==> src/hdl/walkerPkg.sv <==
package walkerPkg;

    // number of tlb-miss sources
    localparam int NumRqs = 3;
    typedef logic [1:0] rqIdT;

    // 16 KiB of page-table memory
    localparam int MemWords = 4096;
    typedef logic [11:0] memIdxT;

    // cycles from an accepted load to its result strobe
    localparam int LoadLatency = 2;

    typedef enum logic [1:0] {
        IDLE,
        LOAD_ISSUE,
        WAIT_RESULT
    } walkStateT;

endpackage

==> src/hdl/sv32Pkg.sv <==
package sv32Pkg;

    typedef logic [31:0] vaddrT;
    // physical addresses stop at 32 bits
    typedef logic [31:0] paddrT;
    typedef logic [19:0] vpnT;
    typedef logic [21:0] ppnT;
    typedef logic [31:0] pteT;
    // ordered as {r, w, x}
    typedef logic [2:0] rwxT;

    // pte flag bits
    localparam int PteV = 0;
    localparam int PteR = 1;
    localparam int PteW = 2;
    localparam int PteX = 3;
    localparam int PteU = 4;
    localparam int PteG = 5;
    localparam int PteA = 6;
    localparam int PteD = 7;

    // ppn field occupies pte[31:10]
    localparam int PpnLsb = 10;

    localparam int PteBytes = 4;
    localparam int PageOffsetBits = 12;
    // each of the two vpn fields
    localparam int VpnFieldBits = 10;

endpackage
==> src/hdl/leafCheck.sv <==
`timescale 1ns/1ns

module leafCheck
    import sv32Pkg::*;
    import walkerPkg::*;
(
    input  logic clk,
    input  logic rst,
    input  logic leafValid,
    input  pteT  leafPte,
    input  logic leafSuperPage,
    input  vpnT  leafVpn,
    input  rqIdT leafRqId,
    output logic resValid,
    output rqIdT resRqId,
    output vpnT  resVpn,
    output ppnT  resPpn,
    output logic resSuperPage,
    output logic resPageFault,
    output rwxT  resRwx,
    output logic resGlobal,
    output logic resUser
);

    logic fault;
    logic [2:0] xwr;

    assign xwr = {leafPte[PteX], leafPte[PteW], leafPte[PteR]};

    always_comb begin
        fault = !leafPte[PteV] || !leafPte[PteA];
        // invalid or reserved flag codes
        if (xwr == 3'b000 || xwr == 3'b010 || xwr == 3'b110) begin
            fault = 1'b1;
        end
        // a superpage must be 4 MiB aligned
        if (leafSuperPage && leafPte[PpnLsb +: VpnFieldBits] != '0) begin
            fault = 1'b1;
        end
    end

    always_ff @(posedge clk) begin
        if (rst) begin
            resValid <= 1'b0;
        end else begin
            resValid <= leafValid;
        end
    end

    always_ff @(posedge clk) begin
        if (leafValid) begin
            resRqId <= leafRqId;
            resVpn <= leafVpn;
            resPpn <= leafPte[$bits(pteT)-1:PpnLsb];
            resSuperPage <= leafSuperPage;
            resPageFault <= fault;
            // write only once the page is dirty
            resRwx <= fault ? '0 : {leafPte[PteR], leafPte[PteW] && leafPte[PteD], leafPte[PteX]};
            resGlobal <= !fault && leafPte[PteG];
            resUser <= !fault && leafPte[PteU];
        end
    end

endmodule

==> config.mk <==
export PLATFORM = sky130hd
export DESIGN_NAME = leafCheck
export DESIGN_NICKNAME = d
export VERILOG_FILES = /design/src/hdl/walkerPkg.sv /design/src/hdl/sv32Pkg.sv /design/src/hdl/leafCheck.sv
export SDC_FILE = /design/constraint.sdc
export NUM_CORES = 1
export LEC_CHECK = 0
export ABC_AREA = 1
export BUFFER_PORTS_ARGS = -buffer_cell sky130_fd_sc_hd__buf_4
export CORE_MARGIN = 1
export CORE_UTILIZATION = 41
export DETAILED_ROUTE_END_ITERATION = 7
export GPL_TIMING_DRIVEN = 0
export PLACE_DENSITY = 0.76
export SLEW_MARGIN = 25
export SYNTH_ARGS = -nofsm -noshare
export SYNTH_HDL_FRONTEND = slang
export SYNTH_SLANG_ARGS = --single-unit
==> constraint.sdc <==
create_clock -name clk -period 0.9 [get_ports clk]
set_input_delay 0.09 -clock clk [delete_from_list [all_inputs] [get_ports clk]]
set_output_delay 0.09 -clock clk [all_outputs]
set_load 0.1 [all_outputs]
# ---- Yosys cells after proc, flatten, opt, wreduce, memory -nomap -nowiden
# Index checks and enable logic that the tools add are counted.
dict set report classes {
  reduce_logical 12
  muxes 2
  n_eq_ne 2
}
# operator count
set ops {}
lappend ops {{10-bit nonzero test} 1}
lappend ops {{1-bit logical AND} 4}
lappend ops {{3-bit by 2-bit == test with 1-bit output (second input constant)} 1}
lappend ops {{3-bit == test (second input constant)} 1}
lappend ops {{1-bit logical NOT} 3}
lappend ops {{3-bit logical NOT} 1}
lappend ops {{1-bit logical OR} 3}
lappend ops {{1-bit two-way mux} 2}
dict set report totals {
  regBits 52
  inputBits 58
  output_inout_bits 52
  wordCells 25
}

# ---- Depth between registers and ports, before layout
dict set report depth {
  depth_word 7
  ltp_mapped 6
  ltp_nobuf 6
}

# ---- Worst setup path before layout
# No wires, ideal clock.
dict set report synth_timing {
  kind {register -> output}
  startpoint {register resValid}
  endpoint {output resValid}
  required_ps 810
  path_stages_with_launch 1
  arrival_ps 909
  setup_slack_ps -99
  path_buffers 0
  path_cell_list {dfxtp_1}
}
# element line_no
set synth_rtl {}
lappend synth_rtl {{start: declaration} leafCheck.sv:14} ;# output logic resValid,
lappend synth_rtl {{start signal: assignment} leafCheck.sv:46} ;# resValid <= leafValid;
# No word-level cell between the ends.

# ---- Worst setup path in the final report
dict set report layout_timing {
  startpoint {register resVpn[7]}
  endpoint {output resVpn[7]}
}
# element line_no
set layout_rtl {}
lappend layout_rtl {{start: declaration} leafCheck.sv:16} ;# output vpnT resVpn,
lappend layout_rtl {{start signal: assignment} leafCheck.sv:53} ;# resVpn <= leafVpn;
# No word-level cell between the ends.

==> results.yml <==
cts:
  clk_pin_slew_worst_paths_ns: 0.11
  cts_htree_levels: 2
  cts_root_buf: "clkbuf_8"
  clk_path_buf_depth: 2
  cts_tree: "yes"
  cts_buffers: 5
  cts.sinks: 52
  cts_setup_buffers: 0
logic_synthesis:
  synth-seq-cells: 52
  syn_area_um2: 1660
  yosysTopAreaCell: "edfxtp_1"
  postSynthAreaPerCell_um2: 21.29
  ys_warn_count: 0
  synth.net_count: 136
  yosysUniqueCellTypes: 8
  postSynth.asyncResetShare_pct: 0
  synth_cells: 78
  synth_ff_type: "edfxtp_1"
  synth_top_cell_area_share_pct: 92.24
  synthTopCellsByCount: "edfxtp_1, nor2_1, inv_1, nand2_1"
  synth_area_leaders: "edfxtp_1, nor2_1, inv_1, dfxtp_1, nand2_1"
  seq_area_frac_synth_pct: 93.44
  yosysMostFrequentCell: "edfxtp_1"
  synth_edf_count: 51
worst_setup_path:
  path_max_fanout: 1
  worstPathCellList: "buf_6"
  setup.worst_path.end: "resVpn[7]"
  cp-startpoint: "resVpn[7]"
  path_class: "reg2out"
  cp-start-kind: "flop"
  worstPathArrival_ns: 0.97
  slowest_delay_ns: 0.44
  cpMaxStageDelayCell: "edfxtp_1"
  required_ns: 0.81
  path_buf_inv: 1
  crit_cells: 1
  crit_family: "flip-flops"
  end_kind: "primary output"
sta:
  worst_pin_slew_ns: 0.6303
  rsz0062_at_grt: "true"
  slew_headroom_pct: 57.98
  finalMaxSlewViolations: 0
  final.period_utilization_pct: 117.9
  setup_viol: 52
  fin_ws_ns: -0.1608
  fmax_mhz: 942.7
  min_period_ns: 1.061
  hold_viol: 0
global_route:
  grt.overflow.total: 0
  grt_usage_pct: 29.64
  grt_pass1_vias: 1388
  antenna_found_initial: 0
  grt_max_degree: 53
  grt_pass1_wl_um: 8452
flow_run:
  maxCapViolCount: 0
floorplan:
  die-area_um2: 4308
  pin_count: 110
  die_h_um: 65.64
  initial_core_util_pct: 44.03
  core_um2: 3771
  chipWidth_um: 65.64
  core.rowCount: 22
drt:
  wl_um: 5880
  drc: 0
  wl_per_cell_um: 20.49
  first_pass_iters: 4
  num_vias: 1370
  vias_per_cell: 4.774
  ant_nets: 0
  first_iter_violations: 61
pwr:
  internal_power_mw: 4.124
  combPwrFrac_pct: 33.2
  clockPowerShare_pct: 21.7
  powerDensity_nw_per_um2: 2006
  peakVddDrop_uv: 1554
  power.static_leakage_nw: 1.395
  power_switching_mw: 2.479
  seqPwrFrac_pct: 45.1
  swShare_pct: 37.54
finish:
  fin_nets: 296
  area_growth_pct: 98.19
  n_antenna_cell: 0
  fill_cells: 156
  layout-drive-gt1-share_pct: 49.37
  final_util_pct: 87.26
  final_cell_area_um2: 3291
placement:
  dp_hpwl_um: 2851
  io_buffers: 107
  dpl_cell_area_um2: 2525
  gp_routability_congestion: 0.6778
outcome:
  status: "finished, violations left"
  failed_checks: "negative setup slack"
hold_path:
  min-delay-start: "leafPte[5]"
  min_path_type: "in2reg"
[area by class of cell]
class | instances | area [µm²] | area share, %
Multi-Input combinational cell | 20 | 86.33 | 2.624
Sequential cell | 52 | 1553 | 47.19
Timing Repair Buffer | 153 | 1471 | 44.71
Tap cell | 48 | 60.06 | 1.825
Clock inverter | 2 | 15.01 | 0.4563
Inverter | 6 | 22.52 | 0.6844
Clock buffer | 6 | 82.58 | 2.510
[power by group through the flow]
stage                     Sequential [mW]  Clock [mW]  Combinational [mW]
after CTS                            2.95        1.36                2.16
after global routing                 2.99        1.55                2.24
after detailed placement             2.97           0                1.87
final                                2.97        1.43                2.19
after floorplan                      4.30           0              0.0244
after global placement               2.96           0                1.86
[logic make-up (layout without fill, tap and decap cells)]
| family | after synthesis | count (layout) | share of synthesized area [%] |
|---|---|---|---|
| flip-flops | 52 | 52 | 93.44 |
| AND/OR/NAND/NOR | 19 | 19 | 4.521 |
| buffers and inverters | 6 | 167 | 1.356 |
| AO/OA/AOI/OAI | 1 | 1 | 0.6782 |
[stage by stage]
step | worst slack [ns] | std cells | setup TNS [ns] | hold slack [ns] | power, mW
final | -0.1608 | 287 | -5.848 | 0.09080 | 6.603
after global routing | -0.1906 | 287 | -7.274 | 0.08770 | 6.774
after CTS | -0.1370 | 287 | -4.538 | 0.09517 | 6.475
after detailed placement | -0.07315 | 233 | -3.789 | 0.2426 | 4.845
after global placement | -0.05065 | 233 | -2.525 | 0.2421 | 4.823
after floorplan | -0.09402 | 78 | -4.795 | 0.1538 | 4.322
[cell usage in the layout, fill, tap and decap left out]
cell type / synthesis / final
buf_6: 0 / 50
nand3_1: 1 / 1
nor2_1: 14 / 14
dfxtp_2: 0 / 1
buf_8: 0 / 1
nand2_1: 3 / 3
o21bai_2: 1 / 1
edfxtp_1: 51 / 51
buf_12: 0 / 1
buf_4: 0 / 55
inv_1: 6 / 6
clkbuf_8: 0 / 6
clkinvlp_4: 0 / 2
dlygate4sd3_1: 0 / 46
nand2_2: 1 / 1
[worst min path at each step]
stage,to,slack [ns],depth (start not counted)
4_1_cts,resUser,0.1,3
3_3_place_gp,resValid,0.24,2
5_1_grt,resGlobal,0.09,3
6_report,resGlobal,0.09,3
3_5_place_dp,resValid,0.24,2
2_1_floorplan,resValid,0.15,1
[state kept, by name (all words and copies together), names as in the netlist]
signal,count
resPpn,22
resValid,1
resGlobal,1
resRwx,3
resPageFault,1
resVpn,20
resRqId,2
resUser,1
resSuperPage,1
[layer usage]
layer	global-route usage [%]	part of all wire, %
met1	33.02	37
met4	15.76	3.5
met2	51.02	52
met5	0	0
met3	8.160	8.0
[repair_timing]
item                                    4_1_cts  5_1_grt
gates resized for setup                      54        1
endpoints found under the setup margin       52       52
hold endpoints to repair                     46        0
hold buffers                                 46        0
Note: power is estimated with default switching activity, not from simulation.
