==> src/hdl/walkerPkg.sv <==
package walkerPkg;

    // number of tlb-miss sources
    localparam int NumRqs = 3;
    typedef logic [1:0] rqIdT;

    // 16 KiB of page-table memory
    localparam int MemWords = 4096;
    typedef logic [11:0] memIdxT;

    // cycles from an accepted load to its result strobe
    localparam int LoadLatency = 2;

    typedef enum logic [1:0] {
        IDLE,
        LOAD_ISSUE,
        WAIT_RESULT
    } walkStateT;

endpackage

==> src/hdl/sv32Pkg.sv <==
package sv32Pkg;

    typedef logic [31:0] vaddrT;
    // physical addresses stop at 32 bits
    typedef logic [31:0] paddrT;
    typedef logic [19:0] vpnT;
    typedef logic [21:0] ppnT;
    typedef logic [31:0] pteT;
    // ordered as {r, w, x}
    typedef logic [2:0] rwxT;

    // pte flag bits
    localparam int PteV = 0;
    localparam int PteR = 1;
    localparam int PteW = 2;
    localparam int PteX = 3;
    localparam int PteU = 4;
    localparam int PteG = 5;
    localparam int PteA = 6;
    localparam int PteD = 7;

    // ppn field occupies pte[31:10]
    localparam int PpnLsb = 10;

    localparam int PteBytes = 4;
    localparam int PageOffsetBits = 12;
    // each of the two vpn fields
    localparam int VpnFieldBits = 10;

endpackage
==> src/hdl/walkRequestQueue.sv <==
`timescale 1ns/1ns

module walkRequestQueue
    import sv32Pkg::*;
    import walkerPkg::*;
(
    input  logic              clk,
    input  logic              rst,
    input  logic [NumRqs-1:0] rqValid,
    input  vaddrT             rqVaddr [NumRqs],
    input  ppnT               rqRootPpn [NumRqs],
    input  logic              busy,
    output logic              issueValid,
    output rqIdT              issueRqId,
    output vaddrT             issueVaddr,
    output ppnT               issueRootPpn
);

    logic [NumRqs-1:0] pending;
    logic [NumRqs-1:0] accept;
    vaddrT pendVaddr [NumRqs];
    ppnT pendRootPpn [NumRqs];
    logic selFound;
    rqIdT selIdx;
    logic canIssue;

    // lowest pending index wins
    always_comb begin
        selFound = 1'b0;
        selIdx = '0;
        for (int i = NumRqs - 1; i >= 0; i--) begin
            if (pending[i]) begin
                selFound = 1'b1;
                selIdx = rqIdT'(i);
            end
        end
    end

    // busy rises one cycle after an issue, so skip the cycle right after one
    assign canIssue = selFound && !busy && !issueValid;

    // a slot takes a new strobe when empty or when it is issued this cycle
    always_comb begin
        for (int i = 0; i < NumRqs; i++) begin
            accept[i] = rqValid[i] && (!pending[i] || (canIssue && selIdx == rqIdT'(i)));
        end
    end

    always_ff @(posedge clk) begin
        if (rst) begin
            pending <= '0;
            issueValid <= 1'b0;
        end else begin
            issueValid <= canIssue;
            for (int i = 0; i < NumRqs; i++) begin
                if (accept[i]) begin
                    pending[i] <= 1'b1;
                end else if (canIssue && selIdx == rqIdT'(i)) begin
                    pending[i] <= 1'b0;
                end
            end
        end
    end

    always_ff @(posedge clk) begin
        for (int i = 0; i < NumRqs; i++) begin
            if (accept[i]) begin
                pendVaddr[i] <= rqVaddr[i];
                pendRootPpn[i] <= rqRootPpn[i];
            end
        end
        if (canIssue) begin
            issueRqId <= selIdx;
            issueVaddr <= pendVaddr[selIdx];
            issueRootPpn <= pendRootPpn[selIdx];
        end
    end

endmodule

==> config.mk <==
export PLATFORM = sky130hd
export DESIGN_NAME = walkRequestQueue
export DESIGN_NICKNAME = d
export VERILOG_FILES = /design/src/hdl/walkerPkg.sv /design/src/hdl/sv32Pkg.sv /design/src/hdl/walkRequestQueue.sv
export SDC_FILE = /design/constraint.sdc
export NUM_CORES = 1
export LEC_CHECK = 0
export BUFFER_PORTS_ARGS = -buffer_cell sky130_fd_sc_hd__buf_2
export CAP_MARGIN = 5
export CORE_MARGIN = 5
export CORE_UTILIZATION = 54
export CTS_BUF_LIST = sky130_fd_sc_hd__clkbuf_8
export CTS_CLUSTER_DIAMETER = 30
export DETAILED_ROUTE_END_ITERATION = 8
export PLACE_DENSITY = 0.82
export SYNTH_ARGS = -nofsm -noshare
export SYNTH_HDL_FRONTEND = slang
export SYNTH_SLANG_ARGS = --single-unit
==> constraint.sdc <==
create_clock -name clk -period 6.8 [get_ports clk]
set_input_delay 1.36 -clock clk [delete_from_list [all_inputs] [get_ports clk]]
set_output_delay 1.36 -clock clk [all_outputs]
set_load 0.01 [all_outputs]
### Word-level counts from Yosys, hierarchy flattened

Memories as Yosys holds them, arrays and structs flattened. A register that Yosys moved wholly into a read port is not among the register bits.
Cells that the tools add are included.

| storage, ports and cells | value |
|---|---|
| register bits | 6 |
| RAM bits | 162 |
| word-level logic and storage cells | 47 |
| memories | 2 |

Memory list:

| memory | words | bits a word | rd ports | clocked after memory_dff | wr ports | RTL line | source |
|---|---|---|---|---|---|---|---|
| pendVaddr | 3 | 32 | 1 | 1 | 3 | walkRequestQueue.sv:21 | `vaddrT pendVaddr [NumRqs];` |
| pendRootPpn | 3 | 22 | 1 | 1 | 3 | walkRequestQueue.sv:22 | `ppnT pendRootPpn [NumRqs];` |

| cells by class | value |
|---|---|
| equality and inequality tests | 2 |
| mux-type cells | 18 |
| reductions and logical operators | 20 |

Operators by type and width:

| kind | number |
|---|---|
| $mux 1 | 15 |
| $logic_and 1x1->1 | 8 |
| $mux 2 | 3 |
| $reduce_bool 2->1 | 3 |
| $logic_not 1->1 | 5 |
| $logic_or 1x1->1 | 3 |
| $eq 2x1->1 const B | 1 |
| $eq 2x2->1 const B | 1 |
| $logic_not 2->1 | 1 |

### Longest topological paths before layout

| logic depth | value |
|---|---|
| depth after elaboration | 10 |
| depth in mapped cells | 6 |
| depth with buffers taken out | 3 |

### Worst setup path after synthesis

Ideal clock, no wire load.

| timing | value |
|---|---|
| path kind | in2reg |
| start | input port busy |
| end | memory pendRootPpn[0][0] in the netlist's numbering, enable pin |
| data arrival time | 5.745 ns |
| data required time | 6.251 ns |
| slack | 0.506 ns |
| stages | 3 |
| cells stage by stage | or2_2 -> clkbuf_1 -> a21boi_0 |

RTL lines:

| what | RTL line | source |
|---|---|---|
| from (decl) | walkRequestQueue.sv:12 | `input logic busy,` |
| to (decl) | walkRequestQueue.sv:22 |  |

==> results.txt <==
Avg Cell Area, Syn: 18.9 µm²
Synth top area share: 82.4%
Starting Density: 54.8%
multiplexer share of the synthesized area: 6.81%
Layout Cells excl Fill: 892
Crit Path Class: in -> reg
H-Tree Depth: 2
CTS root buf: clkbuf_8
GRT met3 Usage: 6.15%
number of synthesized flops with an enable pin: 218
final setup skew: 0.0246 ns
largest family of logic cells by synthesized area: multiplexers
TNS Setup: 0 ns
first-pass GRT wire length: 26100 µm
Seq/Total Area, Yosys: 83.5%
worst endpoint required time: 6.95 ns
Netlist cell types: 22
status: complete, no violations
initial antenna violation count: 0
worst IR drop on VDD: 0.208 mV
cell count after placement: 815
Post-Synth XOR/XNOR Area: 0%
Antenna Nets Post-Route: 0
Reg clk slew, reported paths: 0.06 ns
CTS tree: done
DRC Markers: 0
ratio of total power to cell area: 328 mW/mm²
row count: 44
overall via count from detail_route: 4584
layout net count: 845
number of max-cap violations: 0
hold crit path type: reg -> reg
Global Route Usage Sum: 19.1%
synth warn: 0
Synth area leader: edfxtp_1
HPWL after DPL: 10600 µm
Leak Pwr: 0.00389 µW
syn nets: 588
crit path time final: 2.77 ns
Worst-Skew Late Latency: 0.52 ns
I/O Pins: 225
fmax: 360 MHz
total power: 3320 µW
Vias per Instance: 5.14
CP Data Arrival Time: 2.92 ns
DR WL/cell: 18.8 µm
largest net degree at the start of global routing: 110
total gr overflow: 0
Cells after Synth: 420
commonest register cell after synthesis: edfxtp_1
setup bufs post-CTS: 0
number of synthesized register bits: 222
CTS buffer count: 44
synth top area cells: edfxtp_1 (82%), mux2i_1 (6.8%), o21ai_1 (3.1%), nand2_1 (2.6%), buf_12 (1.5%)
post_cts resized: 0
Hold Startpoint: pendRootPpn[2][0]
Final Hold Fails: 0
unrepaired setup endpoints after global routing: false
Global Route met2 Usage: 32.4%
M1 GR Usage: 22.7%
Clock Path Buffers: 3
Die Area: 0.0172 mm²
Final Max Slew Viols: 0
Layout area overhead: 27.5%
synth cell count leaders: edfxtp_1 (218), mux2i_1 (54), nand2_1 (54)
Worst-Margin Slew: 1.14 ns
Worst Setup SP: busy
Die H: 131 µm
n_diodes: 0
Post-synth ARST share: 0%
number of DRC markers in iteration 0: 307
GPL Wtd Cong: 0.778
crit share post-route: 40.8%
Core ar.: 0.0145 mm²
# hold bufs at CTS: 0
worst r2r src: pending[1]
cell area after synthesis: 0.00794 mm²
post-synthesis adder-cell area fraction: 0%
vias in the first global route: 4994
Crit. End Element: register
CP max FO: 54
Total Routed Length: 16800 µm
compound-cell area share of the yosys netlist: 3.84%
clock sinks: 222
Top Usage Layer GRT: met2
share of cells above drive strength 1: 43.1%
DRT Pass-1 Iters: 4
die span in x: 131 µm
Slew headroom: 24.0%
top-count cell post-synth: edfxtp_1
Finish-stage setup viols: 0
Critical Path Start Type: input pin
IO Port Bufs: 224
Post-Synth Simple-Gate Area: 3.34%
R2R setup slack: 4.16 ns
[layout make-up]
| class | count | area, µm² |
|---|---|---|
| Tap cell | 184 | 230 |
| Inverter | 2 | 7.51 |
| Clock inverter | 31 | 319 |
| Fill cell | 941 | 4360 |
| Clock buffer | 46 | 633 |
| Sequential cell | 222 | 6630 |
| Timing Repair Buffer | 230 | 1170 |
| Multi-Input combinational cell | 177 | 1140 |
[worst max-delay path: stages]
cell     delay [ns]
buf_2          0.09
or2_2          0.37
o31ai_1        0.26
and2_2         0.19
buf_4          0.60
[power by group]
part	switching [µW]	internal, µW
Combinational	137	92.1
Sequential	28.9	1630
Clock	566	866
[cell usage in the layout (no fill, tap or decap), drive strengths merged]
cell type | Yosys | layout
a21boi | 1 | 1
a21oi | 3 | 3
and2 | 2 | 2
buf | 14 | 230
bufinv | 0 | 6
clkbuf | 5 | 46
clkinv | 0 | 11
clkinvlp | 0 | 7
dfxtp | 4 | 4
edfxtp | 218 | 218
inv | 2 | 9
mux2i | 54 | 54
nand2 | 54 | 54
nor2 | 2 | 2
nor2b | 1 | 1
nor3 | 2 | 2
nor3b | 1 | 1
o21ai | 55 | 55
o31ai | 1 | 1
or2 | 1 | 1
[worst paths after layout]
path / end / cells after the start
worst min register to register: issueRootPpn[0] / 2
worst max-delay path: pendRootPpn[2][17] / 5
worst max register to register: issueVaddr[3] / 4
worst min-delay path: issueRootPpn[0] / 2
[routing by layer]
metal,vias to the layer above,part of all wire (%)
li1,2128,-
met4,0,2.6
met3,40,9.0
met2,239,51
met1,2177,37
met5,-,0
[per-stage QoR]
step                      hold slack (ns)  setup WS [ns]  cell area (µm²)  utilization [%]
after global placement              0.493           3.56             9170             63.3
after global routing                0.541           3.95            10100             69.9
after CTS                           0.520           4.03            10100             69.9
final                               0.516           4.03            10100             69.9
after floorplan                     0.465          0.506             7940                -
after detailed placement            0.512           3.46             9170             63.3
[sequential cells by signal (all words and copies together) (netlist names)]
name and cells:
issueRootPpn 22, issueRqId 2, issueVaddr 32, pending 3, pendRootPpn 66, issueValid 1, pendVaddr 96
[logic make-up (layout without fill, tap and decap cells)]
family                 after synthesis  count (layout)
flip-flops                         222             222
AND/OR/NAND/NOR                     63              63
AO/OA/AOI/OAI                       60              60
multiplexers                        54              54
buffers and inverters               21             309
No activity file was read; power rests on OpenSTA's default activity.
