[src/hdl/walkerPkg.sv]
package walkerPkg;

    // number of tlb-miss sources
    localparam int NumRqs = 3;
    typedef logic [1:0] rqIdT;

    // 16 KiB of page-table memory
    localparam int MemWords = 4096;
    typedef logic [11:0] memIdxT;

    // cycles from an accepted load to its result strobe
    localparam int LoadLatency = 2;

    typedef enum logic [1:0] {
        IDLE,
        LOAD_ISSUE,
        WAIT_RESULT
    } walkStateT;

endpackage

[src/hdl/sv32Pkg.sv]
package sv32Pkg;

    typedef logic [31:0] vaddrT;
    // physical addresses stop at 32 bits
    typedef logic [31:0] paddrT;
    typedef logic [19:0] vpnT;
    typedef logic [21:0] ppnT;
    typedef logic [31:0] pteT;
    // ordered as {r, w, x}
    typedef logic [2:0] rwxT;

    // pte flag bits
    localparam int PteV = 0;
    localparam int PteR = 1;
    localparam int PteW = 2;
    localparam int PteX = 3;
    localparam int PteU = 4;
    localparam int PteG = 5;
    localparam int PteA = 6;
    localparam int PteD = 7;

    // ppn field occupies pte[31:10]
    localparam int PpnLsb = 10;

    localparam int PteBytes = 4;
    localparam int PageOffsetBits = 12;
    // each of the two vpn fields
    localparam int VpnFieldBits = 10;

endpackage
[src/hdl/pageWalker.sv]
`timescale 1ns/1ns

module pageWalker
    import sv32Pkg::*;
    import walkerPkg::*;
(
    input  logic  clk,
    input  logic  rst,
    input  logic  issueValid,
    input  rqIdT  issueRqId,
    input  vaddrT issueVaddr,
    input  ppnT   issueRootPpn,
    output logic  busy,
    output logic  ldValid,
    output paddrT ldAddr,
    input  logic  ldStall,
    input  logic  ldResValid,
    input  pteT   ldResData,
    output logic  leafValid,
    output pteT   leafPte,
    output logic  leafSuperPage,
    output vpnT   leafVpn,
    output rqIdT  leafRqId
);

    walkStateT state;
    // 1 while the level-1 entry is being fetched
    logic levelOne;
    vaddrT curVaddr;
    rqIdT curRqId;
    paddrT rootAddr;
    paddrT nextAddr;
    logic isPointer;

    // root ppn, upper vpn field, entry offset
    assign rootAddr = {
        issueRootPpn[$bits(paddrT)-PageOffsetBits-1:0],
        issueVaddr[$bits(vaddrT)-1 -: VpnFieldBits],
        {$clog2(PteBytes){1'b0}}
    };

    // pointer ppn, lower vpn field, entry offset
    assign nextAddr = {
        ldResData[PpnLsb +: $bits(paddrT)-PageOffsetBits],
        curVaddr[PageOffsetBits +: VpnFieldBits],
        {$clog2(PteBytes){1'b0}}
    };

    // only V set among the low flags, top ppn bits clear, target inside memory
    assign isPointer = levelOne
        && ldResData[PteV] && !ldResData[PteR] && !ldResData[PteW] && !ldResData[PteX]
        && ldResData[$bits(pteT)-1 -: 2] == 2'b00
        && nextAddr < paddrT'(MemWords * PteBytes);

    assign busy = (state != IDLE);
    assign ldValid = (state == LOAD_ISSUE);

    always_ff @(posedge clk) begin
        if (rst) begin
            state <= IDLE;
            leafValid <= 1'b0;
        end else begin
            leafValid <= 1'b0;
            case (state)
                IDLE: begin
                    if (issueValid) begin
                        state <= LOAD_ISSUE;
                    end
                end
                LOAD_ISSUE: begin
                    if (!ldStall) begin
                        state <= WAIT_RESULT;
                    end
                end
                WAIT_RESULT: begin
                    if (ldResValid) begin
                        if (isPointer) begin
                            state <= LOAD_ISSUE;
                        end else begin
                            state <= IDLE;
                            leafValid <= 1'b1;
                        end
                    end
                end
                default: state <= IDLE;
            endcase
        end
    end

    // walk context and leaf payload
    always_ff @(posedge clk) begin
        if (state == IDLE && issueValid) begin
            curVaddr <= issueVaddr;
            curRqId <= issueRqId;
            levelOne <= 1'b1;
            ldAddr <= rootAddr;
        end
        if (state == WAIT_RESULT && ldResValid) begin
            if (isPointer) begin
                levelOne <= 1'b0;
                ldAddr <= nextAddr;
            end else begin
                leafPte <= ldResData;
                leafSuperPage <= levelOne;
                leafVpn <= curVaddr[$bits(vaddrT)-1:PageOffsetBits];
                leafRqId <= curRqId;
            end
        end
    end

endmodule

[config.mk]
export PLATFORM = sky130hd
export DESIGN_NAME = pageWalker
export DESIGN_NICKNAME = d
export VERILOG_FILES = /design/src/hdl/walkerPkg.sv /design/src/hdl/sv32Pkg.sv /design/src/hdl/pageWalker.sv
export SDC_FILE = /design/constraint.sdc
export NUM_CORES = 1
export LEC_CHECK = 0
export BUFFER_PORTS_ARGS = -buffer_cell sky130_fd_sc_hd__buf_2
export CAP_MARGIN = 25
export CORE_ASPECT_RATIO = 1.2
export CORE_MARGIN = 4
export CORE_UTILIZATION = 49
export DETAILED_ROUTE_END_ITERATION = 8
export GPL_ROUTABILITY_DRIVEN = 0
export PLACE_DENSITY = 0.84
export SLEW_MARGIN = 5
export SYNTH_ARGS = -nofsm -noshare
export SYNTH_HDL_FRONTEND = slang
export SYNTH_SLANG_ARGS = --single-unit
[constraint.sdc]
create_clock -name clk -period 5.68 [get_ports clk]
set_input_delay 0.284 -clock clk [delete_from_list [all_inputs] [get_ports clk]]
set_output_delay 0.284 -clock clk [all_outputs]
set_load 0.005 [all_outputs]
Word-level counts from Yosys, hierarchy flattened:

Index checks and enable logic that the tools add are counted.
Widths: inputs -> output; s select.

* bits in registers: 125
* input bits: 93

* order comparisons: 1
* eq/ne operators: 5
* multiplexer cells: 12
* bitwise gates (word level): 3
* reduce and logical (&&, ||, !) cells: 17

Operator list (number)
* $mux 32: 3
* $lt 32x15->1 const B: 1
* $logic_and 1x1->1: 8
* $mux 2: 3
* $ne 2x2->1 const B: 3
* $pmux 2 s3: 1
* $mux 1: 5
* $logic_not 2->1: 2
* $logic_not 1->1: 3
* $not 1->1: 3
* $reduce_and 3->1: 1
* $reduce_or 3->1: 1
* $eq 2x1->1 const B: 1
* $eq 2x2->1 const B: 1
* $reduce_and 2->1: 1
* $reduce_bool 2->1: 1

Longest topological paths before layout:

Gate-level depths: netlist of run 1.

* depth in word-level cells: 9
* mapped depth: 6
* mapped depth without buffers: 4

Worst setup path after synthesis of run 1:

No wires, ideal clock.

* path type: input port to flip-flop
* start point: input ldResData[0]
* end point: register leafPte[0], enable pin
* setup time: 0.468 ns
* data arrival time: 2.966 ns
* required time: 5.212 ns
* slack: 2.246 ns
* cell stages on the path: 4
* path buffers: 0
* path through: nor4b_2 > nand4_1 > nor3_1 > nor2_1

* word-level cells in the longest chain between the ends: 8

Ends and longest elaborated chain
* start, declared: RTL line pageWalker.sv:18 `input pteT ldResData,`
* $logic_and 1x1->1 (4 in series): RTL line pageWalker.sv:51 `&& ldResData[PteV] && !ldResData[PteR] && !ldResData[PteW] && !ldResData[PteX]`
* $logic_and 1x1->1: RTL line pageWalker.sv:52 `&& ldResData[$bits(pteT)-1 -: 2] == 2'b00`
* $logic_and 1x1->1: RTL line pageWalker.sv:53 `&& nextAddr < paddrT'(MemWords * PteBytes);`
* $not 1->1 (no source line)
* $reduce_and 2->1 (no source line)
* end signal, assigned: RTL line pageWalker.sv:103 `leafPte <= ldResData;`
* end, declared: RTL line pageWalker.sv:20 `output pteT leafPte,`

Every way passes these cells.
A chain may end at the register's enable or synchronous reset.

Worst setup path in the final report of run 1:

* start point: input ldResData[14]
* end point: register ldAddr[11]

* word-level cells in the longest chain between the ends: 4

Ends and longest elaborated chain
* $lt 32x15->1: RTL line pageWalker.sv:53
* $logic_and 1x1->1: RTL line pageWalker.sv:53
* $mux 32: RTL line pageWalker.sv:99 `if (isPointer) begin`
* $mux 32: RTL line pageWalker.sv:98 `if (state == WAIT_RESULT && ldResValid) begin`
* end signal, assigned: RTL line pageWalker.sv:96 `ldAddr <= rootAddr;`
* end signal, assigned: RTL line pageWalker.sv:101 `ldAddr <= nextAddr;`
* end, declared: RTL line pageWalker.sv:15 `output paddrT ldAddr,`

Every way passes these cells.

==> impl_results.md, run 1 <==
* Syn nets at 301
* Core Util, Final at 79.5%
* Unique masters post-synth at 24
* CP startpoint: ldResData[14]
* Post-Syn Area per Cell at 18.2 um^2
* CTS sink count at 113
* Post-synth top area cell: edfxtp_1
* Total CTS buffers at 17
* Worst path required time at 6.06 ns
* Slowest stage delay, CP at 0.55 ns
* Post-DP Area at 4730 um^2
* Global route total overflow at 0
* Ports at 183
* Final Hold Viols at 0
* Run status: finished, final reports clean
* Fmax at 435 MHz
* Via/cell ratio at 4.96
* Synth top area cells: edfxtp_1 (61%), dfxtp_1 (19%), mux2_2 (7.1%)
* Setup_tns at 0 ns
* Final nets at 541
* HPWL after DPL at 5910 um
* Clk_lat worst skew at 0.50 ns
* Antenna violations before repair at 0
* Post-synthesis cell area at 3790 um^2
* Leakage at 2.50 nW
* Area growth, synth to finish at 55.4%
* Setup crit start kind: primary input
* ANT nets after route at 0
* # DRC at 0
* Floorplan row count at 34
* Worst slew pin tran at 0.753 ns
* Vias in the first global route at 2933
* I/O Buffers at 168
* Iteration-0 DRC Markers at 152
* Routed WL per cell at 17.8 um
* Share of the yosys chip area belonging to registers at 80.0%
* Cells along the critical path: dlygate4sd3_1 -> buf_2 -> nor4b_1 -> nand2_1 -> nor4_4 -> buf_4 -> mux2_2
* CP max stage cell: dlygate4sd3_1
* Total length of routed wires at 9810 um
* Core area at 7400 um^2
* Worst-path clk slew at 0.05 ns
* DRT Pass-1 Iters at 4
* Reg-to-reg setup timing slack at 3.46 ns
* Post-Syn Instances at 208
* Yosys reg bits at 113
* CTS tree: done
* Total setup buffers inserted after CTS at 0
* Die width at 88.3 um
* Hold Path Depth at 3
* Slew Limit Fails at 0
* Worst hold path startpoint: issueRootPpn[14]
* Worst reg2reg path depth at 5
* Worst flop-to-flop path endpoint: ldAddr[11]
* Min cycle time layout at 2.30 ns
* Initial Util at 51.2%
* Die height at 104 um
* Peak supply drop at 0.262 mV
* CTS Buffer Depth at 2
* Worst Path Arrival at 2.68 ns
* Clk root buf: clkbuf_8
* Crit share post-route at 40.5%
* Final instance area at 5890 um^2
* Placed Cells incl. Taps at 463
* Yosys top cell area share at 61.0%
* Clk_skew at 0.0111 ns
* R2R Path Start: state[1]
* ANT cells at 0
* Die area at 9210 um^2
* H-tree levels at 4
* Worst hold endpoint: ldAddr[26]
* First-pass GRT wire length at 15100 um
* Largest net degree at the start of global routing at 56
* Crit Path Max Fanout at 34
* Vias at 2733
* Slew margin rel. at 49.8%
* Setup violators final at 0
* CP Capture Type: register
* Hold crit path type: in2reg
* Yosys warning count at 0
* Total GRT Usage at 22.0%
* Share of layout cells above drive strength 1 at 50.3%
* Pwr Density at 374 nW/um^2
* Setup CP Type: in2reg
* Post-route insts no fill at 551
* Max-Cap Viols at 0
* Unrepaired setup endpoints after global routing: no
worst max path at each step:
stage	slack [ns]	cells after the start	end
2_1_floorplan	2.25	4	leafPte[0]
3_3_place_gp	3.50	6	ldAddr[13]
3_5_place_dp	3.47	6	ldAddr[8]
4_1_cts	3.43	7	ldAddr[8]
5_1_grt	3.28	7	ldAddr[12]
6_report	3.38	7	ldAddr[11]
where the power goes:
part           internal (W)  switching [W]
Sequential         0.000939      0.0000265
Clock              0.000698       0.000345
Combinational      0.000114      0.0000814
registers in the layout, indices dropped and copies added, names as in the netlist:
name	flops
leafPte	32
leafVpn	20
levelOne	1
curRqId	2
leafValid	1
leafSuperPage	1
curVaddr	20
state	2
ldAddr	32
leafRqId	2
placed cells by master (no fill, tap or decap), drive strengths merged:
cell | netlist | routed
buf | 6 | 171
edfxtp | 77 | 77
dlygate4sd3 | 0 | 56
dfxtp | 36 | 36
nor2 | 26 | 26
mux2 | 24 | 24
clkbuf | 0 | 21
mux2i | 19 | 19
clkinv | 0 | 7
nor4 | 4 | 4
bufinv | 0 | 3
inv | 2 | 2
nor3b | 2 | 2
nor3 | 2 | 2
nor4b | 2 | 2
nor2b | 1 | 1
or2 | 1 | 1
nand4 | 1 | 1
nand2 | 1 | 1
nand3b | 1 | 1
or3 | 1 | 1
o21ba | 1 | 1
a22oi | 1 | 1
clkinvlp | 0 | 1
synthesized netlist by cell type (all sizes together):
cell type	instances
edfxtp	77
dfxtp	36
nor2	26
mux2	24
mux2i	19
buf	6
nor4	4
inv	2
nor3	2
nor3b	2
nor4b	2
a22oi	1
nand2	1
nand3b	1
nand4	1
nor2b	1
o21ba	1
or2	1
or3	1
repair_timing:
action / 4_1_cts / 5_1_grt
resized for setup: 0 / 0
hold endpoints to repair: 57 / 0
hold buffers: 56 / 0
per-stage QoR:
| stage | setup WS, ns | hold slack (ns) | total power (W) |
|---|---|---|---|
| global route | 3.28 | 0.0372 | 0.00229 |
| detailed placement | 3.47 | 0.405 | 0.00114 |
| CTS | 3.43 | 0.00160 | 0.00221 |
| global placement | 3.50 | 0.401 | 0.00113 |
| floorplan | 2.25 | 0.356 | 0.00105 |
| finish | 3.38 | 0.0241 | 0.00220 |
per-layer routing:
layer	vias to the layer above	share of wire [%]	GRT usage [%]
met1	1289	35	23.0
met4	0	2.6	11.1
met2	160	53	38.8
met3	23	9.2	6.58
li1	1261	-	-
met5	-	0	0
worst max-delay path: cells and delay by family:
family / cells / cell delay [ns]
simple gates: 3 / 0.88
mux: 1 / 0.39
buf+inv: 3 / 1.09
logic make-up after synthesis:
kind of cell           share of synthesized area, %
and+or+nand+nor                                5.94
buffers and inverters                          1.42
AOI/OAI and AO/OA                             0.462
muxes                                          12.1
DFF                                            80.0
cell type report:
| cell class | instances | area [um^2] |
|---|---|---|
| Fill cell | 419 | 1510 |
| Multi-Input combinational cell | 87 | 716 |
| Tap cell | 90 | 113 |
| Inverter | 2 | 7.51 |
| Clock buffer | 21 | 459 |
| Sequential cell | 113 | 3030 |
| Clock inverter | 11 | 136 |
| Timing Repair Buffer | 227 | 1420 |
Note: power is estimated with default switching activity, not from simulation.
==> inputs of run 2 (changes only) <==
--- a/config.mk
+++ b/config.mk
@@ -5,14 +5,15 @@
 export SDC_FILE = /design/constraint.sdc
 export NUM_CORES = 1
 export LEC_CHECK = 0
+export ABC_AREA = 1
 export BUFFER_PORTS_ARGS = -buffer_cell sky130_fd_sc_hd__buf_2
 export CAP_MARGIN = 25
 export CORE_ASPECT_RATIO = 1.2
 export CORE_MARGIN = 4
-export CORE_UTILIZATION = 49
+export CORE_UTILIZATION = 42
 export DETAILED_ROUTE_END_ITERATION = 8
 export GPL_ROUTABILITY_DRIVEN = 0
-export PLACE_DENSITY = 0.84
+export PLACE_DENSITY = 0.75
 export SLEW_MARGIN = 5
 export SYNTH_ARGS = -nofsm -noshare
 export SYNTH_HDL_FRONTEND = slang
==> constraint.sdc (replaced) <==
create_clock -name clk -period 1.9 [get_ports clk]
set_input_delay 0.095 -clock clk [delete_from_list [all_inputs] [get_ports clk]]
set_output_delay 0.095 -clock clk [all_outputs]
set_load 0.005 [all_outputs]
==> impl_results.md, run 2 <==
* Worst path required time at 1.99 ns
* First-pass GRT wire length at 17500 um
* Setup crit start kind: primary input
* ANT cells at 0
* Yosys reg bits at 113
* HPWL after DPL at 6570 um
* Die width at 97.8 um
* Crit Path Max Fanout at 25
* Commonest cells post-synth: nand2_1 (147), edfxtp_1 (77), dfxtp_1 (36), inv_1 (30), nor2_1 (19)
* Max-Cap Viols at 0
* Slew margin rel. at 51.6%
* Pwr Density at 1110 nW/um^2
* Die height at 116 um
* Post-DP Area at 5050 um^2
* Most common cell in the netlist: nand2_1
* Share of the yosys chip area belonging to registers at 74.7%
* # DRC at 0
* Reg-to-reg setup timing slack at 0.17 ns
* Final nets at 703
* Post-synth EDFFs at 77
* Highest-count cells in the layout ignoring fill and taps: buf_2 (168), nand2_1 (146), edfxtp_1 (77)
* CTS tree: done
* Core area at 9470 um^2
* CTS Buffer Depth at 2
* Worst Path Arrival at 1.90 ns
* Worst slew pin tran at 0.724 ns
* Yosys warning count at 0
* DRT Pass-1 Iters at 4
* Clk_lat worst skew at 0.39 ns
* Total CTS buffers at 17
* Share of layout cells above drive strength 1 at 35.3%
* Clk root buf: clkbuf_16
* Dpl ws at 0.142 ns
* Slew Limit Fails at 0
* Final instance area at 6490 um^2
* Total length of routed wires at 11200 um
* CP startpoint: ldResData[2]
* I/O Buffers at 168
* Fmax at 554 MHz
* Unique masters post-synth at 21
* CP max stage cell: nor2_4
* FILL cells at 677
* Die area at 11300 um^2
* ANT nets after route at 0
* Post-Syn Instances at 352
* Antenna violations before repair at 0
* Peak supply drop at 0.643 mV
* Syn nets at 445
* Cells along the critical path: dlygate4sd3_1 -> buf_2 -> inv_1 -> nand2_2 -> nor2_1 -> nand4_2 -> nor2_4 -> nor2_4 -> buf_12
* Setup CP Type: in2reg
* Total GRT Usage at 20.0%
* Initial Util at 42.9%
* Routed WL per cell at 15.1 um
* Iteration-0 DRC Markers at 235
* Crit share post-route at 95.1%
* FFs w/ async S/R, synth at 0%
* Via/cell ratio at 4.51
* Placed Cells incl. Taps at 639
* Regs by FF count: ldAddr x32, leafPte x32
* CTS sink count at 113
* Clk_skew at 0.0108 ns
* Area growth, synth to finish at 59.8%
* Yosys top cell area share at 56.9%
* Slowest stage delay, CP at 0.55 ns
* Final Hold Viols at 0
* CP Capture Type: register
* Post-synthesis cell area at 4060 um^2
* R2R Path Start: state[0]
* H-tree levels at 4
* Post-Syn Area per Cell at 11.5 um^2
* Synth top area cells: edfxtp_1 (57%), dfxtp_1 (18%), nand2_1 (14%)
* Run status: finished, final reports clean
* Post-synth top flop: edfxtp_1
* Worst-path clk slew at 0.05 ns
* CP dominant cell by count: nor2_4
* Worst hold path startpoint: issueRootPpn[15]
* Hold crit path type: in2reg
* Most common cell after layout, fill and taps aside: buf_2
* Vias at 3366
* Global route total overflow at 0
* Ports at 183
* Floorplan row count at 39
* Setup violators final at 0
* Vias in the first global route at 3580
* Final worst setup slack at 0.0939 ns
* Leakage at 3.10 nW
* Post-route insts no fill at 746
* Post-synth top area cell: edfxtp_1
* Min cycle time layout at 1.81 ns
* Largest net degree at the start of global routing at 56
## run 2: cell count changes in the layout (fill, tap and decap cells not counted), sizes merged, moves of 3 or more
| cell | change |
|---|---|
| clkinv | -3 |
| inv | +31 |
| buf | +4 |
| mux2i | -19 |
| nand2 | +149 |
| nor4 | -4 |
| dlygate4sd3 | +13 |
| nand3 | +15 |
| mux2 | -24 |
| dlymetal6s4s | +6 |
## run 2: critical path: cells and delay by family
kind | cells | cell delay (ns)
buffers and inverters | 4 | 0.95
and+or+nand+nor | 5 | 0.83
## run 2: layout make-up
cell class,count,area (um^2),share of cell area [%]
Clock buffer,19,443,6.83
Clock inverter,13,209,3.22
Inverter,32,120,1.85
Multi-Input combinational cell,196,842,13.0
Sequential cell,113,3030,46.7
Tap cell,123,154,2.37
Timing Repair Buffer,250,1690,26.0
## run 2: worst paths after layout
| kind | to | cells after the start |
|---|---|---|
| setup / recovery | leafSuperPage | 9 |
| hold / removal | ldAddr[27] | 5 |
| setup reg to reg | leafSuperPage | 4 |
| hold reg to reg | leafVpn[17] | 0 |
## run 2: logic make-up after synthesis
logic type / Yosys count / share of synthesized area, %
simple gates: 193 / 19.8
flops: 113 / 74.7
buf+inv: 43 / 5.11
compound gates: 3 / 0.400
## run 2: power breakdown
part           internal [W]  switching (W)
sequential          0.00285      0.0000931
combinational      0.000390       0.000406
clock               0.00236        0.00108
total               0.00560        0.00158
## run 2: what timing repair did
action	in CTS	in global routing
setup buffers	0	0
hold buffers	75	0
gates resized for setup	0	10
setup endpoints to repair	0	64
hold endpoints to repair	79	0
## run 2: through the flow
stage,utilization [%],TNS (ns),hold slack (ns),power [W]
2_1_floorplan,-,-0.413,0.164,0.00330
3_3_place_gp,53.4,0,0.273,0.00359
3_5_place_dp,53.4,0,0.274,0.00363
4_1_cts,68.2,0,0.00305,0.00720
5_1_grt,68.5,-0.197,0.0221,0.00747
6_report,68.5,0,0.0216,0.00718
## run 2: per-layer routing
metal	vias to the layer above	track usage [%]	wire, um
met5	-	0	0
met4	0	9.14	302
met3	21	5.48	598
met2	132	37.6	6240
met1	1563	20.9	4100
li1	1650	-	-
==> inputs of run 3 (changes only) <==
--- a/config.mk
+++ b/config.mk
@@ -13,6 +13,7 @@
 export CORE_UTILIZATION = 42
 export DETAILED_ROUTE_END_ITERATION = 8
 export GPL_ROUTABILITY_DRIVEN = 0
+export MAX_ROUTING_LAYER = met4
 export PLACE_DENSITY = 0.75
 export SLEW_MARGIN = 5
 export SYNTH_ARGS = -nofsm -noshare
==> impl_results.md, run 3 (synthesis results as in run 2) <==
* Run status: finished, final reports clean
* Via/cell ratio at 4.58
* Min cycle time layout at 1.80 ns
* Worst path required time at 1.99 ns
* H-tree levels at 4
* Die height at 116 um
* Share of layout cells above drive strength 1 at 35.3%
* # DRC at 0
* CP Capture Type: register
* Setup CP Type: in2reg
* Post-DP Area at 5050 um^2
* Worst Path Arrival at 1.89 ns
* Total length of routed wires at 11300 um
* Core area at 9470 um^2
* Slowest stage delay, CP at 0.55 ns
* CTS tree: done
* Worst slew pin tran at 0.723 ns
* Crit Path Max Fanout at 25
* Ports at 183
* Worst-path clk slew at 0.05 ns
* Area growth, synth to finish at 59.8%
* Die width at 97.8 um
* Die area at 11300 um^2
* Setup crit start kind: primary input
* Worst flop-to-flop path endpoint: leafPte[28]
* Antenna violations before repair at 0
* Final Hold Viols at 0
* Global route total overflow at 0
* CP max stage cell: nor2_4
* CP top delay family: buffers and inverters
* Clk_lat worst skew at 0.39 ns
* Crit share post-route at 95.0%
* Vias at 3413
* Vias in the first global route at 3573
* Hold Path Depth at 5
* Leakage at 3.10 nW
* Initial Util at 42.9%
* Regs by FF count: ldAddr x32, leafPte x32
* Highest-count cells in the layout ignoring fill and taps: buf_2 (168), nand2_1 (146), edfxtp_1 (77)
* Clk root buf: clkbuf_16
* Final instance area at 6490 um^2
* Slew Limit Fails at 0
* Buf+Inv Stages, Crit Path at 4
* Total setup buffers inserted after CTS at 0
* Fmax at 554 MHz
* Core Util, Final at 68.5%
* Cells along the critical path: dlygate4sd3_1 -> buf_2 -> inv_1 -> nand2_2 -> nor2_1 -> nand4_2 -> nor2_4 -> nor2_4 -> buf_12
* Worst hold path startpoint: issueRootPpn[15]
* Max-Cap Viols at 0
* Reg-to-reg setup timing slack at 0.17 ns
* Iteration-0 DRC Markers at 213
* HPWL after DPL at 6570 um
* Largest net degree at the start of global routing at 56
* I/O Buffers at 168
* Clk_skew at 0.00833 ns
* CP startpoint: ldResData[2]
* Pwr Total at 0.00718 W
* CTS sink count at 113
* Total CTS buffers at 17
* Worst hold endpoint: ldAddr[27]
* First-pass GRT wire length at 17400 um
* Slew margin rel. at 51.7%
* CP dominant cell by count: nor2_4
* DRT Pass-1 Iters at 4
* Hold crit path type: in2reg
* Setup_tns at 0 ns
* Setup violators final at 0
* ANT cells at 0
* Worst reg2reg path depth at 4
* Routed WL per cell at 15.2 um
* R2R Path Start: state[0]
* Most common cell after layout, fill and taps aside: buf_2
* Total GRT Usage at 20.7%
* CTS Buffer Depth at 2
* Pwr Density at 1110 nW/um^2
* Final nets at 703
* Floorplan row count at 39
* Peak supply drop at 0.644 mV
* ANT nets after route at 0
==> run 3: through the flow <==
| step | hold slack (ns) | instances | setup slack, ns |
|---|---|---|---|
| floorplan | 0.164 | 352 | -0.00751 |
| global placement | 0.273 | 639 | 0.190 |
| detailed placement | 0.274 | 639 | 0.142 |
| CTS | 0.00305 | 746 | 0.0185 |
| global route | 0.0225 | 746 | -0.0129 |
| finish | 0.0194 | 746 | 0.0955 |
==> run 3: worst reg2reg max path: cells and delay by family, from the launching register on <==
kind	cells	cell delay, ns
flip-flops	1	0.32
buffers and inverters	2	0.36
AND/OR/NAND/NOR	2	0.75
==> run 3: where the power goes <==
group | internal (W) | leakage, nW | switching (W) | total (W)
Sequential | 0.00285 | 1.01 | 0.0000934 | 0.00294
Combinational | 0.000389 | 1.79 | 0.000408 | 0.000797
Clock | 0.00236 | 0.310 | 0.00108 | 0.00344
Total | 0.00560 | 3.10 | 0.00158 | 0.00718
==> run 3: how the worst max path moves through the flow <==
stage | cells after the start | end
finish | 9 | leafPte[28]
global route | 9 | leafPte[13]
CTS | 9 | leafPte[11]
detailed placement | 4 | leafVpn[5]
global placement | 4 | leafPte[10]
floorplan | 6 | leafPte[0]
==> run 3: layout make-up <==
cell class	count	area, um^2
flip-flops and latches	113	3030
inverters	32	120
well taps	123	154
clock buffers	19	443
fillers	677	2980
clock inverters	13	209
multi-input cells	196	842
repair buffers	250	1690
==> run 3: what timing repair did <==
item,4_1_cts,5_1_grt
endpoints found under the hold margin,79,0
setup endpoints to repair,0,64
hold buffers,75,0
gates resized for setup,0,10
==> run 3: routing by layer <==
metal	global-route usage, %	part of all wire [%]	vias to the layer above
met5	-	0	-
li1	-	-	1649
met2	37.5	55	148
met1	21.1	37	1592
met3	4.88	5.3	24
met4	9.70	2.8	0
